===== config.mk =====
export PLATFORM = sky130hd
export DESIGN_NAME = dump_unit
export DESIGN_NICKNAME = d
export VERILOG_FILES = /design/src/common/keccak_pkg.sv /design/src/common/dump_pkg.sv /design/src/common/dump_ctrl_if.sv /design/src/dump/piso_buffer.sv /design/src/dump/dump_config.sv /design/src/dump/dump_control.sv /design/src/dump/dump_datapath.sv /design/src/hw/dump_unit.sv
export SDC_FILE = /design/constraint.sdc
export NUM_CORES = 2
export LEC_CHECK = 0
export BUFFER_PORTS_ARGS = -buffer_cell sky130_fd_sc_hd__buf_2
export CORE_AREA = 2 2 568 570
export CTS_BUF_LIST = sky130_fd_sc_hd__clkbuf_8
export DETAILED_ROUTE_END_ITERATION = 8
export DIE_AREA = 0 0 570 572
export HOLD_SLACK_MARGIN = 0.12
export SLEW_MARGIN = 0
export SYNTH_ARGS = -nofsm -noshare
export SYNTH_HDL_FRONTEND = slang
export SYNTH_SLANG_ARGS = --single-unit

===== constraint.sdc =====
create_clock -name clk -period 120.9 [get_ports clk]
set_input_delay 24.18 -clock clk [delete_from_list [all_inputs] [get_ports clk]]
set_output_delay 24.18 -clock clk [all_outputs]
set_load 0.01 [all_outputs]

===== src/common/keccak_pkg.sv =====
package keccak_pkg;

    // Lane and output word geometry
    localparam int w            = 64;
    localparam int w_byte_size  = w / 8;
    localparam int w_byte_width = $clog2(w_byte_size);

    // Rate in bits for each extendable-output mode
    localparam int RATE_SHAKE128 = 1344;
    localparam int RATE_SHAKE256 = 1088;

    // Whole lanes per rate block
    localparam int WORDS_SHAKE128 = RATE_SHAKE128 / w;
    localparam int WORDS_SHAKE256 = RATE_SHAKE256 / w;

    // Bytes per rate block, subtracted per squeezed block
    localparam int BYTES_SHAKE128 = WORDS_SHAKE128 * w_byte_size;
    localparam int BYTES_SHAKE256 = WORDS_SHAKE256 * w_byte_size;

    // Mode codes, lower two codes kept free for the fixed-length modes
    localparam logic [1:0] SHAKE128_MODE_VEC = 2'b10;
    localparam logic [1:0] SHAKE256_MODE_VEC = 2'b11;

endpackage


===== src/common/dump_pkg.sv =====
package dump_pkg;

    // Squeeze controller states
    typedef enum logic [1:0] {
        state_idle    = 2'd0,
        state_request = 2'd1,
        state_shift   = 2'd2,
        state_done    = 2'd3
    } dump_state_t;

    // Enough for the 21 words of a SHAKE128 block
    localparam int WORD_COUNT_WIDTH = 5;

    // Output size arrives in bits on 32 wires, bytes need three fewer
    localparam int BYTE_COUNT_WIDTH = 29;

endpackage


===== src/common/dump_ctrl_if.sv =====
`timescale 1ns/1ps

interface dump_ctrl_if;

    // Strobes from the controller
    logic output_buffer_we;
    logic output_buffer_shift_en;
    logic output_counter_load;
    logic valid_bytes_enable;

    // High while the head word is the final word of the current block
    logic last_word_from_block;

    modport control (
        output output_buffer_we,
        output output_buffer_shift_en,
        output output_counter_load,
        output valid_bytes_enable,
        input  last_word_from_block
    );

    modport datapath (
        input  output_buffer_we,
        input  output_buffer_shift_en,
        input  output_counter_load,
        input  valid_bytes_enable,
        output last_word_from_block
    );

endinterface


===== src/dump/piso_buffer.sv =====
`timescale 1ns/1ps

module piso_buffer #(
    parameter int WIDTH = 64,
    parameter int DEPTH = 21
) (
    input  logic clk,
    input  logic write_enable,
    input  logic shift_enable,
    input  logic [WIDTH*DEPTH-1:0] data_i,
    output logic [WIDTH-1:0] data_o
);

    logic [WIDTH-1:0] words [DEPTH];

    always_ff @(posedge clk) begin
        if (write_enable) begin
            // Word 0 sits in the lowest bits of the parallel input
            for (int i = 0; i < DEPTH; i++) begin
                words[i] <= data_i[i*WIDTH +: WIDTH];
            end
        end else if (shift_enable) begin
            for (int i = 0; i < DEPTH - 1; i++) begin
                words[i] <= words[i+1];
            end
            words[DEPTH-1] <= '0;
        end
    end

    // Head of the buffer
    assign data_o = words[0];

endmodule


===== src/dump/dump_config.sv =====
`timescale 1ns/1ps

module dump_config (
    input  logic clk,
    input  logic rst,

    // Request from the host
    input  logic start,
    input  logic [31:0] output_size,
    input  logic [1:0] operation_mode,

    // Pulsed by the controller after every block that is not the last
    input  logic block_done,

    output logic [dump_pkg::BYTE_COUNT_WIDTH-1:0] remaining_bytes,
    output logic [1:0] cur_mode,
    output logic last_output_block
);
    import keccak_pkg::*;
    import dump_pkg::*;

    logic [BYTE_COUNT_WIDTH-1:0] block_bytes;

    // Bytes squeezed out of one block in the latched mode
    assign block_bytes = (cur_mode == SHAKE256_MODE_VEC) ?
                         BYTE_COUNT_WIDTH'(BYTES_SHAKE256) :
                         BYTE_COUNT_WIDTH'(BYTES_SHAKE128);

    always_ff @(posedge clk) begin
        if (rst) begin
            remaining_bytes <= '0;
            cur_mode        <= SHAKE128_MODE_VEC;
        end else if (start) begin
            // Size arrives in bits and the sub-byte part is dropped
            remaining_bytes <= output_size[31:w_byte_width];
            cur_mode        <= operation_mode;
        end else if (block_done) begin
            // No underflow since block_done only comes when more than a block is owed
            remaining_bytes <= remaining_bytes - block_bytes;
        end
    end

    assign last_output_block = (remaining_bytes <= block_bytes);

    // Requests must be whole bytes and at least one byte
    a_size_whole_bytes: assert property (
        @(posedge clk) disable iff (rst)
        start |-> (output_size != '0) && (output_size[w_byte_width-1:0] == '0)
    );

    a_mode_known: assert property (
        @(posedge clk) disable iff (rst)
        start |-> (operation_mode == SHAKE128_MODE_VEC) ||
                  (operation_mode == SHAKE256_MODE_VEC)
    );

endmodule


===== src/dump/dump_control.sv =====
`timescale 1ns/1ps

module dump_control (
    input  logic clk,
    input  logic rst,

    input  logic start,
    input  logic block_valid,
    input  logic last_output_block,

    dump_ctrl_if.control ctrl,

    output logic block_request,
    output logic data_valid,
    output logic done,
    output logic block_done
);
    import dump_pkg::*;

    dump_state_t state;
    dump_state_t next_state;
    logic        block_accept;

    always_ff @(posedge clk) begin
        if (rst) begin
            state <= state_idle;
        end else begin
            state <= next_state;
        end
    end

    always_comb begin
        next_state = state;
        case (state)
            state_idle: begin
                // Starts during any other state are dropped
                if (start) begin
                    next_state = state_request;
                end
            end
            state_request: begin
                if (block_valid) begin
                    next_state = state_shift;
                end
            end
            state_shift: begin
                if (ctrl.last_word_from_block) begin
                    if (last_output_block) begin
                        next_state = state_done;
                    end else begin
                        next_state = state_request;
                    end
                end
            end
            state_done: begin
                next_state = state_idle;
            end
            default: begin
                next_state = state_idle;
            end
        endcase
    end

    // Block arrives while requested
    assign block_accept = (state == state_request) && block_valid;

    // Load the buffer, word counter and last-word byte count together
    assign ctrl.output_buffer_we    = block_accept;
    assign ctrl.output_counter_load = block_accept;
    assign ctrl.valid_bytes_enable  = block_accept;

    // Head word leaves every cycle in shift
    assign ctrl.output_buffer_shift_en = (state == state_shift);

    assign block_request = (state == state_request);
    assign data_valid    = (state == state_shift);
    assign done          = (state == state_done);

    // Tells the config block to count off one more block
    assign block_done = (state == state_shift) && ctrl.last_word_from_block &&
                        !last_output_block;

    // Permutation only answers an open request
    a_valid_in_request: assert property (
        @(posedge clk) disable iff (rst)
        block_valid |-> block_request
    );

endmodule


===== src/dump/dump_datapath.sv =====
`timescale 1ns/1ps

module dump_datapath (
    input  logic clk,
    input  logic rst,

    // Rate part of the permutation state
    input  logic [keccak_pkg::RATE_SHAKE128-1:0] rate_output,

    // From the config block
    input  logic [dump_pkg::BYTE_COUNT_WIDTH-1:0] remaining_bytes,
    input  logic [1:0] cur_mode,
    input  logic last_output_block,

    dump_ctrl_if.datapath ctrl,

    output logic [keccak_pkg::w-1:0] data_o
);
    import keccak_pkg::*;
    import dump_pkg::*;

    logic [WORD_COUNT_WIDTH-1:0] buffer_depth;
    logic [WORD_COUNT_WIDTH-1:0] remaining_words;
    logic [WORD_COUNT_WIDTH-1:0] word_count;
    logic [w_byte_width-1:0]     partial_bytes;
    logic [w_byte_width-1:0]     valid_bytes_reg;
    logic [w-1:0]                buffer_output;
    logic [w_byte_size-1:0]      zero_mask_sel;

    piso_buffer #(
        .WIDTH (w),
        .DEPTH (RATE_SHAKE128 / w)
    ) output_buffer (
        .clk          (clk),
        .write_enable (ctrl.output_buffer_we),
        .shift_enable (ctrl.output_buffer_shift_en),
        .data_i       (rate_output),
        .data_o       (buffer_output)
    );

    // Ceiling of remaining bytes over the word size, at most one block here
    assign partial_bytes   = remaining_bytes[w_byte_width-1:0];
    assign remaining_words = remaining_bytes[w_byte_width +: WORD_COUNT_WIDTH] +
                             WORD_COUNT_WIDTH'(partial_bytes != '0);

    always_comb begin
        if (last_output_block) begin
            buffer_depth = remaining_words;
        end else if (cur_mode == SHAKE256_MODE_VEC) begin
            buffer_depth = WORD_COUNT_WIDTH'(WORDS_SHAKE256);
        end else begin
            buffer_depth = WORD_COUNT_WIDTH'(WORDS_SHAKE128);
        end
    end

    // Down-counter over the words still to leave this block
    always_ff @(posedge clk) begin
        if (rst) begin
            word_count <= '0;
        end else if (ctrl.output_counter_load) begin
            word_count <= buffer_depth - 1'b1;
        end else if (ctrl.output_buffer_shift_en && (word_count != '0)) begin
            word_count <= word_count - 1'b1;
        end
    end

    assign ctrl.last_word_from_block = (word_count == '0);

    // Valid bytes in the final word, zero meaning a full word
    always_ff @(posedge clk) begin
        if (rst) begin
            valid_bytes_reg <= '0;
        end else if (ctrl.valid_bytes_enable) begin
            valid_bytes_reg <= last_output_block ? partial_bytes : '0;
        end
    end

    // Clear the low-order bytes past the requested length
    assign zero_mask_sel = (ctrl.last_word_from_block && (valid_bytes_reg != '0)) ?
                           ({w_byte_size{1'b1}} >> valid_bytes_reg) : '0;

    always_comb begin
        for (int i = 0; i < w_byte_size; i++) begin
            data_o[i*8 +: 8] = zero_mask_sel[i] ? 8'h00 : buffer_output[i*8 +: 8];
        end
    end

endmodule


===== src/hw/dump_unit.sv =====
`timescale 1ns/1ps

module dump_unit (
    input  logic clk,
    input  logic rst,

    // Host request
    input  logic start,
    input  logic [31:0] output_size,
    input  logic [1:0] operation_mode,

    // Permutation side
    output logic block_request,
    input  logic block_valid,
    input  logic [keccak_pkg::RATE_SHAKE128-1:0] rate_output,

    // Output stream
    output logic [keccak_pkg::w-1:0] data_o,
    output logic data_valid,
    output logic done
);
    import dump_pkg::*;

    logic [BYTE_COUNT_WIDTH-1:0] remaining_bytes;
    logic [1:0]                  cur_mode;
    logic                        last_output_block;
    logic                        block_done;
    logic                        config_start;

    dump_ctrl_if ctrl_bus ();

    // Idle is the only state with all three status outputs low
    assign config_start = start && !(block_request || data_valid || done);

    dump_config config0 (
        .clk               (clk),
        .rst               (rst),
        .start             (config_start),
        .output_size       (output_size),
        .operation_mode    (operation_mode),
        .block_done        (block_done),
        .remaining_bytes   (remaining_bytes),
        .cur_mode          (cur_mode),
        .last_output_block (last_output_block)
    );

    dump_control control0 (
        .clk               (clk),
        .rst               (rst),
        .start             (start),
        .block_valid       (block_valid),
        .last_output_block (last_output_block),
        .ctrl              (ctrl_bus),
        .block_request     (block_request),
        .data_valid        (data_valid),
        .done              (done),
        .block_done        (block_done)
    );

    dump_datapath datapath0 (
        .clk               (clk),
        .rst               (rst),
        .rate_output       (rate_output),
        .remaining_bytes   (remaining_bytes),
        .cur_mode          (cur_mode),
        .last_output_block (last_output_block),
        .ctrl              (ctrl_bus),
        .data_o            (data_o)
    );

endmodule


==> Flow_metrics.wiki <==
{| class="wikitable"
! Metric !! Value
|-
| Number of levels in the clock H-tree || 4
|-
| Routability Congestion || 0.8735
|-
| Fraction of synthesized cell area taken by the top area cell type || 68.27%
|-
| Setup repair after global routing missed its margin || no
|-
| Data required, critical path || 121420 ps
|-
| Worst slack after detailed placement || 88290 ps
|-
| Layout area overhead || 28.03%
|-
| Clock tree root buffer cell || clkbuf_8
|-
| Nets in the synthesized netlist || 7304
|-
| Power per cell area || 14.73 nW/um^2
|-
| Fmax || 0.03147 GHz
|-
| Max-capacitance violation count || 0
|-
| Clock slew at the register clock pins of the worst setup and hold paths || 60 ps
|-
| Number of gates given a new drive strength after cts || 0
|-
| Combined area of all synthesized cells || 59120 um^2
|-
| Flip-flop and latch count after synthesis || 1385
|-
| Layout cell share with drive strength beyond 1 || 24.21%
|-
| Total negative slack for setup checks || 0 ps
|-
| Critical path, cell by cell || buf_2 -> buf_4 -> nand2_4 -> nand2_4 -> buf_12 -> buf_4 -> buf_4 -> buf_4 -> buf_4 -> buf_4 -> buf_4
|-
| Peak fanout along the critical path || 171
|-
| Setup slack on the worst flop-to-flop path || 111840 ps
|-
| Clock Latency Late Sink || 990 ps
|-
| Hold Crit Depth || 2
|-
| Startpoint types || input pin
|-
| Peak supply drop || 0.01059 mV
|-
| Number of global-route vias before repair || 44040
|-
| Commonest non-fill, non-tap cells in the layout || nand2_1, buf_2, edfxtp_1
|-
| Syn. warnings || 0
|-
| Number of iterations in the first detailed-routing pass || 6
|-
| Final critical-path setup slack || 89130 ps
|-
| Register with the most flip-flops || datapath0.output_buffer.words
|-
| Number of different library cells in the post-synthesis netlist || 50
|-
| Time the worst path needs with I/O delays and setup || 31770 ps
|-
| Crit path arrival time || 32290 ps
|-
| Pin count of the biggest net entering global routing || 186
|-
| Maximum count of clock buffers along a single path || 4
|-
| Commonest non-fill, non-tap cell in the layout || nand2_1
|-
| Final nets || 8718
|-
| I/O Buffers || 1445
|-
| CTS tree || yes
|-
| Critical register-to-register path startpoint || control0.state[0]
|-
| TritonCTS Sinks || 1385
|-
| Number of enable flip-flop cells after synthesis || 1344
|-
| Initial core utilization || 18.48%
|-
| Most used DFF post-synth || edfxtp_1
|-
| Largest registers in the final layout || datapath0.output_buffer.words: 1344 flops, config0.remaining_bytes: 29 flops, datapath0.word_count: 5 flops
|-
| Kind of cell with the highest combined delay on the critical path || buffers and inverters
|-
| Worst Reg2Reg Path Length in Cells || 11
|-
| Initial antenna violation count || 165
|-
| Synthesized area divided by synthesized cell count || 9.991 um^2
|-
| Hold path startpoint || config0.cur_mode[0]
|-
| Slowest cell on the critical path || buf_4
|-
| Static leakage || 33.15 nW
|-
| Outcome || completed
|-
| Flip-flop count of the largest register, all copies and words added || 1344
|-
| Cell Area, Placed || 70880 um^2
|-
| Core area || 319800 um^2
|-
| Ys async rst share || 0%
|-
| Sum of routed wire length over all layers || 233600 um
|-
| Pin slew with the least headroom to its limit || 1093 ps
|-
| Inserted Clock Buffers || 243
|-
| Number of pins with negative max-slew slack in the final report || 0
|-
| First-pass GRT wire length || 315300 um
|-
| DR WL/cell || 19.73 um
|-
| Cts hold-fix bufs || 0
|-
| Worst hold-check path type || reg -> reg
|-
| ANT nets after route || 0
|-
| Largest area contributor in the synthesized netlist || edfxtp_1
|-
| Post-route design area || 75690 um^2
|-
| Total overflow reported by the global router || 0
|-
| Filler instances || 34860
|-
| Via count || 46210
|-
| Setup-failing EPs final || 0
|-
| I/O pins || 1449
|-
| Fin. Hold Viols || 0
|-
| Final period util || 26.28%
|-
| Total Routing Usage GR || 13.55%
|-
| Post-Syn Instances || 5917
|-
| Hold Path Sink || config0.cur_mode[0]
|-
| Worst path bufs/invs || 9
|-
| Top cell by count, worst path || buf_4
|-
| Critical path capture point type || flop
|-
| Total setup buffers inserted after CTS || 0
|-
| Die Wd || 570 um
|-
| Headroom to the max-slew limit || 27.14%
|-
| Number of DRC violations after detailed routing || 0
|-
| Share of the yosys chip area belonging to registers || 69.66%
|-
| Vias per std cell || 3.903
|-
| Die Area || 326000 um^2
|-
| Row count || 208
|-
| Largest stage delay on the critical path || 910 ps
|-
| Half-perimeter wire length of the detailed placement result || 179500 um
|-
| Critical path class || in -> reg
|-
| Number of design-rule violations left by the first detailed-router iteration || 3786
|-
| Endpoint of the worst register-to-register path || datapath0.output_buffer.words[0][282]
|-
| Worst Skew || 103.9 ps
|-
| Height of the chip || 572 um
|-
| Largest cells by area after synthesis || edfxtp_1, nand2_1, clkbuf_1, dfxtp_1, and3_1
|}
==> cell usage after synthesis, types with 3 or more instances <==
cell / count
a211oi_1: 24
o21ai_0: 4
nand4_1: 12
or3_1: 3
a21oi_1: 14
nand4b_1: 3
nor3_1: 12
nand2_1: 3862
buf_1: 11
nand2b_1: 4
or4_1: 6
edfxtp_1: 1344
and3_1: 66
dfxtp_1: 41
and2_1: 4
clkbuf_1: 318
ha_1: 5
xor2_1: 24
inv_1: 4
nor2b_1: 59
nor4_1: 3
or2_2: 4
nand3_1: 11
o21a_1: 3
nor2_1: 45
==> worst max path at each step <==
| stage | from | to | slack, ps | cells after the start |
|---|---|---|---|---|
| 2_1_floorplan | block_valid | datapath0.output_buffer.words[0][0] | 65540 | 3 |
| 3_3_place_gp | block_valid | datapath0.output_buffer.words[0][143] | 88290 | 11 |
| 3_5_place_dp | block_valid | datapath0.output_buffer.words[0][143] | 88290 | 11 |
| 4_1_cts | block_valid | datapath0.output_buffer.words[0][336] | 89390 | 11 |
| 5_1_grt | block_valid | datapath0.output_buffer.words[0][152] | 88780 | 11 |
| 6_report | block_valid | datapath0.output_buffer.words[0][282] | 89130 | 11 |
==> kinds of logic (layout without fill, tap and decap cells) <==
logic type               after synthesis  in the layout  synth area share [%]
AO/OA/AOI/OAI                         65             65                0.8149
XOR/XNOR                              26             26                0.3852
adder cells (fa/ha/maj)                5              5                0.1058
buffers and inverters                333           1942                 2.114
flip-flops                          1385           1385                 69.66
multiplexers                           1              1               0.01905
other                                  0            112                     0
AND/OR/NAND/NOR                     4102           4102                 26.90
==> worst min-delay path, delay by kind of cell, from the launching register on <==
| family | cells | cell delay (ps) |
|---|---|---|
| and+or+nand+nor | 1 | 50 |
| DFF | 1 | 300 |
| AOI/OAI and AO/OA | 1 | 60 |
==> area by class of cell <==
cell class | instances | area (um^2) | share of cell area (%)
diodes | 112 | 280.3 | 0.3703
clock buffers | 243 | 3344 | 4.419
clock inverters | 197 | 1181 | 1.561
inverters | 4 | 22.52 | 0.02976
multi-input cells | 4199 | 16730 | 22.10
flip-flops and latches | 1385 | 41180 | 54.41
well taps | 4200 | 5255 | 6.943
repair buffers | 1498 | 7692 | 10.16
==> per-stage QoR <==
| stage | total power, mW | utilization [%] | hold WS [ps] | cells |
|---|---|---|---|---|
| finish | 1.115 | 23.66 | 458.8 | 11840 |
| global route | 1.164 | 23.63 | 474.1 | 11800 |
| CTS | 1.132 | 23.58 | 454.5 | 11730 |
| detailed placement | 0.7098 | 22.16 | 447.0 | 11290 |
| global placement | 0.7077 | 22.16 | 442.5 | 11290 |
| floorplan | 0.7104 | - | 429.6 | 5917 |
==> layer usage <==
metal / wire [um] / vias up / share of wire [%] / global-route usage, %
met3: 22500 / 511 / 9.6 / 4.808
met2: 110700 / 1975 / 47 / 22.52
met1: 89940 / 21380 / 39 / 15.60
met4: 9983 / 94 / 4.3 / 6.140
met5: 528 / - / 0.23 / 0
li1: - / 22250 / - / -
==> power breakdown <==
| part | internal (mW) | leakage (nW) | switching (mW) |
|---|---|---|---|
| Sequential | 0.573 | 12.8 | 0.0128 |
| Clock | 0.209 | 2.58 | 0.208 |
| Combinational | 0.0378 | 17.8 | 0.0748 |
| Total | 0.819 | 33.2 | 0.295 |
Power figures use the tool's default switching activity.
